<file path="config.mk">
export PLATFORM = sky130hd
export DESIGN_NAME = stream_xbar
export DESIGN_NICKNAME = d
export VERILOG_FILES = /design/src/hw/xbar_pkg.sv /design/src/hw/xbar_stream_if.sv /design/src/hw/xbar_route.sv /design/src/hw/xbar_rr_arb.sv /design/src/hw/xbar_out_buf.sv /design/src/hw/xbar_collision_ctr.sv /design/src/hw/stream_xbar.sv
export VERILOG_INCLUDE_DIRS = /design/src /design/src/hw
export SDC_FILE = /design/constraint.sdc
export NUM_CORES = 1
export LEC_CHECK = 0
export BUFFER_PORTS_ARGS = -buffer_cell sky130_fd_sc_hd__buf_2
export CAP_MARGIN = 25
export CORE_MARGIN = 8
export CORE_UTILIZATION = 45
export CTS_BUF_LIST = sky130_fd_sc_hd__clkbuf_4 sky130_fd_sc_hd__clkbuf_8
export CTS_CLUSTER_DIAMETER = 40
export DETAILED_ROUTE_END_ITERATION = 8
export PLACE_DENSITY = 0.65
export SYNTH_ARGS = -nofsm -noshare
export SYNTH_HDL_FRONTEND = slang
export SYNTH_HIERARCHICAL = 1
export SYNTH_SLANG_ARGS = --single-unit
export TNS_END_PERCENT = 50
</file>
<file path="constraint.sdc">
create_clock -name clk -period 3.4 [get_ports clk]
set_input_delay 0.51 -clock clk [delete_from_list [all_inputs] [get_ports clk]]
set_output_delay 0.51 -clock clk [all_outputs]
set_load 0.02 [all_outputs]
</file>
<file path="src/hw/xbar_consts.svh">
// ========================================
// stream crossbar sizes
// port counts, word width and the width
// of the collision counter
// ========================================

`ifndef XBAR_CONSTS_SVH
`define XBAR_CONSTS_SVH

// input and output port counts
`define XBAR_NUM_INPUTS  4
`define XBAR_NUM_OUTPUTS 4

`define XBAR_DATAW       16
`define XBAR_CTR_BITS    16

`endif

</file>
<file path="src/hw/xbar_pkg.sv">
// ========================================
// stream crossbar types
// port indices, words, counter, fill state
// ========================================

`default_nettype none

`include "xbar_consts.svh"

package xbar_pkg;

    typedef logic [$clog2(`XBAR_NUM_INPUTS)-1:0]  in_idx_t;
    typedef logic [$clog2(`XBAR_NUM_OUTPUTS)-1:0] out_idx_t;
    typedef logic [`XBAR_DATAW-1:0]               data_t;
    typedef logic [`XBAR_CTR_BITS-1:0]            ctr_t;

    // fill level of one output buffer
    typedef enum logic [1:0] {
        BUF_EMPTY = 2'd0,
        BUF_ONE   = 2'd1,
        BUF_TWO   = 2'd2
    } buf_state_e;

endpackage

`default_nettype wire

</file>
<file path="src/hw/xbar_stream_if.sv">
// ========================================
// arbitrated stream between an output
// arbiter and its output buffer
// ========================================

`timescale 1ns/1ns
`default_nettype none

interface xbar_stream_if ();
    import xbar_pkg::*;

    logic    valid;
    data_t   data;
    // index of the input the word came from
    in_idx_t src_idx;
    logic    ready;

    // arbiter side
    modport src (
        output valid,
        output data,
        output src_idx,
        input  ready
    );

    // buffer side
    modport dst (
        input  valid,
        input  data,
        input  src_idx,
        output ready
    );

endinterface

`default_nettype wire

</file>
<file path="src/hw/xbar_route.sv">
// ========================================
// crossbar routing
// destination decode into per-output
// requests, grants folded into ready_in
// ========================================

`timescale 1ns/1ns
`default_nettype none

`include "xbar_consts.svh"

module xbar_route (
    input  wire [`XBAR_NUM_INPUTS-1:0]                     valid_in,
    input  wire xbar_pkg::out_idx_t [`XBAR_NUM_INPUTS-1:0] sel_in,
    input  wire [`XBAR_NUM_OUTPUTS-1:0][`XBAR_NUM_INPUTS-1:0] grant,
    output logic [`XBAR_NUM_OUTPUTS-1:0][`XBAR_NUM_INPUTS-1:0] req,
    output logic [`XBAR_NUM_INPUTS-1:0]                    ready_in
);
    import xbar_pkg::*;

    // demux each valid onto its destination, already transposed
    // so that req[o] lists the inputs aimed at output o
    always_comb begin
        for (int o = 0; o < `XBAR_NUM_OUTPUTS; o++) begin
            for (int i = 0; i < `XBAR_NUM_INPUTS; i++) begin
                req[o][i] = valid_in[i] && (sel_in[i] == out_idx_t'(o));
            end
        end
    end

    // an arbiter only grants inputs that request it, so at most
    // one grant per input can be set
    always_comb begin
        for (int i = 0; i < `XBAR_NUM_INPUTS; i++) begin
            ready_in[i] = 1'b0;
            for (int o = 0; o < `XBAR_NUM_OUTPUTS; o++) begin
                ready_in[i] = ready_in[i] | grant[o][i];
            end
        end
    end

endmodule

`default_nettype wire

</file>
<file path="src/hw/xbar_rr_arb.sv">
// ========================================
// round-robin arbiter for one output
// grants one requesting input and forwards
// its word and index
// ========================================

`timescale 1ns/1ns
`default_nettype none

`include "xbar_consts.svh"

module xbar_rr_arb (
    input  wire                                         clk,
    input  wire                                         reset,
    input  wire [`XBAR_NUM_INPUTS-1:0]                  req,
    input  wire xbar_pkg::data_t [`XBAR_NUM_INPUTS-1:0] data_in,
    output logic [`XBAR_NUM_INPUTS-1:0]                 grant,
    xbar_stream_if.src                                  out
);
    import xbar_pkg::*;

    // input with the highest priority
    in_idx_t ptr;
    in_idx_t pick;
    in_idx_t cand;
    logic    any_req;
    logic    xfer;

    assign any_req = |req;
    assign xfer    = any_req && out.ready;

    // walk the ring backwards from ptr+N-1 down to ptr so that the
    // last hit is the first requester at or after the pointer
    // index arithmetic wraps in the 2-bit type
    always_comb begin
        pick = ptr;
        cand = ptr;
        for (int k = `XBAR_NUM_INPUTS - 1; k >= 0; k--) begin
            cand = ptr + in_idx_t'(k);
            if (req[cand]) begin
                pick = cand;
            end
        end
    end

    // grant only when the buffer can take the word
    always_comb begin
        grant = '0;
        if (xfer) begin
            grant[pick] = 1'b1;
        end
    end

    assign out.valid   = any_req;
    assign out.data    = data_in[pick];
    assign out.src_idx = pick;

    // winner drops to lowest priority after a transfer
    always_ff @(posedge clk) begin
        if (reset) begin
            ptr <= '0;
        end else if (xfer) begin
            ptr <= pick + in_idx_t'(1);
        end
    end

endmodule

`default_nettype wire

</file>
<file path="src/hw/xbar_out_buf.sv">
// ========================================
// two-entry skid buffer for one output
// registered output, full throughput
// ========================================

`timescale 1ns/1ns
`default_nettype none

module xbar_out_buf (
    input  wire              clk,
    input  wire              reset,
    xbar_stream_if.dst       in,
    output logic             valid_out,
    output xbar_pkg::data_t  data_out,
    output xbar_pkg::in_idx_t sel_out,
    input  wire              ready_out
);
    import xbar_pkg::*;

    buf_state_e state;
    // head drives the output, skid catches one extra word
    data_t      head_data;
    in_idx_t    head_src;
    data_t      skid_data;
    in_idx_t    skid_src;
    logic       push;
    logic       pop;

    // decoded straight from the state flops
    assign in.ready  = (state != BUF_TWO);
    assign valid_out = (state != BUF_EMPTY);
    assign data_out  = head_data;
    assign sel_out   = head_src;

    assign push = in.valid && in.ready;
    assign pop  = valid_out && ready_out;

    always_ff @(posedge clk) begin
        if (reset) begin
            state <= BUF_EMPTY;
        end else begin
            case (state)
                BUF_EMPTY: if (push) state <= BUF_ONE;
                BUF_ONE: begin
                    if (push && !pop) begin
                        state <= BUF_TWO;
                    end else if (pop && !push) begin
                        state <= BUF_EMPTY;
                    end
                end
                BUF_TWO:   if (pop) state <= BUF_ONE;
                default:   state <= BUF_EMPTY;
            endcase
        end
    end

    // head takes the new word when it is empty or drained in the same cycle
    // skid takes it only while the head stays put
    always_ff @(posedge clk) begin
        if (push && (state == BUF_EMPTY || (state == BUF_ONE && pop))) begin
            head_data <= in.data;
            head_src  <= in.src_idx;
        end else if (pop && state == BUF_TWO) begin
            head_data <= skid_data;
            head_src  <= skid_src;
        end
        if (push && !pop && state == BUF_ONE) begin
            skid_data <= in.data;
            skid_src  <= in.src_idx;
        end
    end

endmodule

`default_nettype wire

</file>
<file path="src/hw/xbar_collision_ctr.sv">
// ========================================
// input collision counter
// counts inputs contending for an output
// in cycles where one of them is accepted
// ========================================

`timescale 1ns/1ns
`default_nettype none

`include "xbar_consts.svh"

module xbar_collision_ctr (
    input  wire                                            clk,
    input  wire                                            reset,
    input  wire [`XBAR_NUM_INPUTS-1:0]                     valid_in,
    input  wire xbar_pkg::out_idx_t [`XBAR_NUM_INPUTS-1:0] sel_in,
    input  wire [`XBAR_NUM_INPUTS-1:0]                     ready_in,
    output xbar_pkg::ctr_t                                 collisions
);
    import xbar_pkg::*;

    localparam int CNT_W = $clog2(`XBAR_NUM_INPUTS + 1);

    logic [`XBAR_NUM_INPUTS-1:0] hit;
    logic [`XBAR_NUM_INPUTS-1:0] hit_r;
    logic [CNT_W-1:0]            hit_count;

    // input i is marked once per cycle, whatever the number of partners
    always_comb begin
        hit = '0;
        for (int i = 0; i < `XBAR_NUM_INPUTS; i++) begin
            for (int j = i + 1; j < `XBAR_NUM_INPUTS; j++) begin
                if (valid_in[i] && valid_in[j] && (sel_in[i] == sel_in[j])
                    && (ready_in[i] || ready_in[j])) begin
                    hit[i] = 1'b1;
                end
            end
        end
    end

    always_comb begin
        hit_count = '0;
        for (int i = 0; i < `XBAR_NUM_INPUTS; i++) begin
            hit_count = hit_count + CNT_W'(hit_r[i]);
        end
    end

    // one stage for the mark vector, one for the sum
    always_ff @(posedge clk) begin
        if (reset) begin
            hit_r      <= '0;
            collisions <= '0;
        end else begin
            hit_r      <= hit;
            collisions <= collisions + ctr_t'(hit_count);
        end
    end

endmodule

`default_nettype wire

</file>
<file path="src/hw/stream_xbar.sv">
// ========================================
// 4x4 stream crossbar
// round-robin arbitration per output,
// buffered outputs, collision counter
// ========================================

`timescale 1ns/1ns
`default_nettype none

`include "xbar_consts.svh"

module stream_xbar (
    input  wire                                             clk,
    input  wire                                             reset,
    input  wire [`XBAR_NUM_INPUTS-1:0]                      valid_in,
    input  wire xbar_pkg::data_t [`XBAR_NUM_INPUTS-1:0]     data_in,
    input  wire xbar_pkg::out_idx_t [`XBAR_NUM_INPUTS-1:0]  sel_in,
    output logic [`XBAR_NUM_INPUTS-1:0]                     ready_in,
    output logic [`XBAR_NUM_OUTPUTS-1:0]                    valid_out,
    output xbar_pkg::data_t [`XBAR_NUM_OUTPUTS-1:0]         data_out,
    output xbar_pkg::in_idx_t [`XBAR_NUM_OUTPUTS-1:0]       sel_out,
    input  wire [`XBAR_NUM_OUTPUTS-1:0]                     ready_out,
    output xbar_pkg::ctr_t                                  collisions
);

    logic [`XBAR_NUM_OUTPUTS-1:0][`XBAR_NUM_INPUTS-1:0] req;
    logic [`XBAR_NUM_OUTPUTS-1:0][`XBAR_NUM_INPUTS-1:0] grant;

    xbar_route i_route (
        .valid_in (valid_in),
        .sel_in   (sel_in),
        .grant    (grant),
        .req      (req),
        .ready_in (ready_in)
    );

    // one arbiter and one buffer per output
    for (genvar o = 0; o < `XBAR_NUM_OUTPUTS; o++) begin : g_out
        xbar_stream_if stream ();

        xbar_rr_arb i_arb (
            .clk     (clk),
            .reset   (reset),
            .req     (req[o]),
            .data_in (data_in),
            .grant   (grant[o]),
            .out     (stream.src)
        );

        xbar_out_buf i_buf (
            .clk       (clk),
            .reset     (reset),
            .in        (stream.dst),
            .valid_out (valid_out[o]),
            .data_out  (data_out[o]),
            .sel_out   (sel_out[o]),
            .ready_out (ready_out[o])
        );
    end

    xbar_collision_ctr i_collision_ctr (
        .clk        (clk),
        .reset      (reset),
        .valid_in   (valid_in),
        .sel_in     (sel_in),
        .ready_in   (ready_in),
        .collisions (collisions)
    );

endmodule

`default_nettype wire

</file>
==> metrics.yaml <==
cp.required_ns: 2.89
avgSynthCellArea_um2: 13.66
cellLeakagePower_nw: 4.714
fin_area_um2: 11670
timing.hold.ws_ns: 0.2327
rsz0062_at_grt: "no"
worstHoldPathType: "primary input to flip-flop"
synthAdderAreaFrac: 0.006375
crit_slowest_cell: "or4_1"
slew_viol_final: 0
drtAntennaViolNets: 0
start_util: 0.4549
setup_ws_ns: 0.1563
grt_usage: 0.1723
place_area_um2: 11300
route.detailed.drc: 0
grt_pass1_wl_um: 37990
synth_top_family_by_area: "multiplexers"
drt_iter0_drc: 328
critical_path.top_delay_family: "simple AND/OR/NAND/NOR gates"
die_h_um: 166.6
synthDistinctLibCells: 56
power.density_nw_per_um2: 493.7
die_x_um: 166.6
area_growth_syn_to_layout_pct: 14.32
synthSimpleGateAreaFrac: 0.08655
hold_violations: 0
cp-end-kind: "output pin"
io_buffers: 177
tns_ns: 0
globalplace.congestion: 0.8470
crit_buf_inv: 4
synth.yosys.seq_area_share: 0.4923
clk-insertion-delay-late_ns: 0.45
cts_sinks: 179
grt_pass1_vias: 6639
worstMarginPinSlew_ns: 0.9927
dpl.hpwl_um: 18140
ctsResizeCount: 0
io_pins: 178
cp.arrival_ns: 2.73
postLayoutCoreUtil: 0.5201
avgViaCountPerCell: 5.347
grt_max_degree: 36
synth_flop_cell: "edfxtp_1"
dr.pass1.iters: 5
synth_seq_cells: 179
wirelength_um: 24100
max_cap_violations: 0
outcome: "finished, final reports clean"
ctsHoldBuffers: 0
min_period_ns: 3.244
cp_slowest_stage_delay_ns: 0.58
path_common_cell: "buf_2"
cts_made_buffers: 17
wl_per_cell_um: 19.63
crit_type: "primary input to output pin"
critPathLaunchType: "primary input"
cts_post_setup_buffers_inserted: 0
relSlewSlack: 0.3381
cts_tree: "built"
cp_max_fo: 21
netlist_area_um2: 10210
fin_crit_sh: 0.9540
peakVddDrop_v: 0.0002559
layout-drive-gt1-share: 0.3617
max_freq_mhz: 308.3
synth_compound_area_frac: 0.05333
core_um2: 22430
grt.overflow.total: 0
crit_chain: "buf_2 > nor3b_1 > inv_1 > o22ai_1 > a222oi_1 > buf_4 > nand2_1 > nor2_1 > or4_1 > buf_2"
htreeDepth: 4
setup_viol: 0
synthDominantCellAreaShare: 0.4237
ctsLongestPathBuffers: 2
placedCellCount: 1193
clk_pin_slew_worst_paths_ns: 0.11
die_area_um2: 27760
async_flop_share: 0
synth.area.mux_share: 0.2942
root_buffer: "clkbuf_8"
antenna_found_initial: 3
final_cells: 1228
synthCells: 747
yosys-top-cells-area: "edfxtp_1 42%, mux2i_1 19%, mux2_4 11%, dfxtp_1 6.9%, buf_6 1.3%"
num_vias: 6566
synth_xor_area_frac: 0.02060
post-place-ws_ns: 0.09132
p_total_mw: 5.761
skew_ns: 0.01665
synth_fp_nets: 833
nets: 1013
yosys_warnings: 6
yosys.area.top_type: "edfxtp_1"
rows: 55
synth_edf_count: 144
[cells by family (layout without fill, tap and decap cells)]
logic type      count (synthesis)  after routing
compound gates                 74             74
fa+ha+maj                       4              4
simple gates                  142            142
other cells                     0              3
flops                         179            179
buf+inv                        60            253
xor+xnor                       24             24
mux                           264            264
[worst paths after layout]
kind / end / start / slack, ns / depth (start not counted)
worst max-delay path: ready_in[1] / sel_in[1] / 0.16 / 10
worst min-delay path: g_out[3].i_buf/state[1] / ready_out[3] / 0.23 / 2
worst max register to register: i_collision_ctr/hit_r[0] / g_out[2].i_arb/ptr[1] / 0.65 / 8
worst min register to register: i_collision_ctr/collisions[14] / i_collision_ctr/collisions[14] / 0.52 / 2
[power by group]
group	switching, mW	internal [mW]	leakage, nW
combinational	0.967	0.736	2.91
clock	0.836	0.527	0.173
sequential	0.0763	2.62	1.63
total	1.88	3.88	4.71
[synth_stat cells (8+ instances only)]
cell      number
buf_4         12
xnor2_1       14
and3b_1        8
nor3_1         8
buf_6         12
nand2_1       19
nor2_1        28
o21ai_0        9
a21oi_1       17
mux2i_1      192
o22ai_1       16
and3_1         8
dfxtp_1       35
mux2_4        72
edfxtp_1     144
a211oi_1       8
inv_1         22
xor2_1        10
nor3b_1       10
[worst register-to-register path: stages (launching register included)]
cell and delay [ns]:
dfxtp_1 0.49, o22ai_1 0.14, a222oi_1 0.67, nor3_1 0.13, or4_1 0.55, o21ai_0 0.28
nor2_1 0.07, a31oi_1 0.17, a311oi_1 0.11
[flip-flops by register name (all words and copies together), names as in the netlist]
name                        count
g_out.i_arb/ptr                 8
i_collision_ctr/collisions     16
g_out.i_buf/skid_data          64
g_out.i_buf/sel_out             8
i_collision_ctr/hit_r           3
g_out.i_buf/state               8
g_out.i_buf/skid_src            8
g_out.i_buf/data_out           64
[per-layer routing]
layer / track usage / share of wire / up-vias
met2: 0.2551 / 0.44 / 167
met4: 0.06894 / 0.021 / 0
li1: - / - / 3205
met5: 0 / 0 / -
met1: 0.2449 / 0.50 / 3164
met3: 0.03144 / 0.046 / 30
[final cells by class]
type                            instances  area (um2)
Fill cell                            1991       10770
Sequential cell                       179        5025
Multi-Input combinational cell        508        4776
Timing Repair Buffer                  199        1064
Tap cell                              285       356.6
Clock buffer                           17       234.0
Clock inverter                         15       122.6
Inverter                               22       82.58
Antenna cell                            3       7.507
[cell usage in the layout (no fill, tap or decap), drive strengths merged, types with 5 or more instances in the layout]
cell type | synthesis | final
and3 | 8 | 8
a211oi | 12 | 12
o21ai | 9 | 9
o22ai | 16 | 16
nor3b | 14 | 14
nand2 | 23 | 23
nand2b | 5 | 5
a21oi | 17 | 17
nor2 | 28 | 28
buf | 37 | 199
inv | 22 | 29
or4 | 5 | 5
edfxtp | 144 | 144
xnor2 | 14 | 14
nand3 | 7 | 7
xor2 | 10 | 10
and2 | 5 | 5
dfxtp | 35 | 35
clkbuf | 1 | 17
nand4 | 5 | 5
mux2i | 192 | 192
and3b | 8 | 8
clkinv | 0 | 5
nor3 | 8 | 8
nor2b | 11 | 11
mux2 | 72 | 72
No activity file was read; power rests on OpenSTA's default activity.
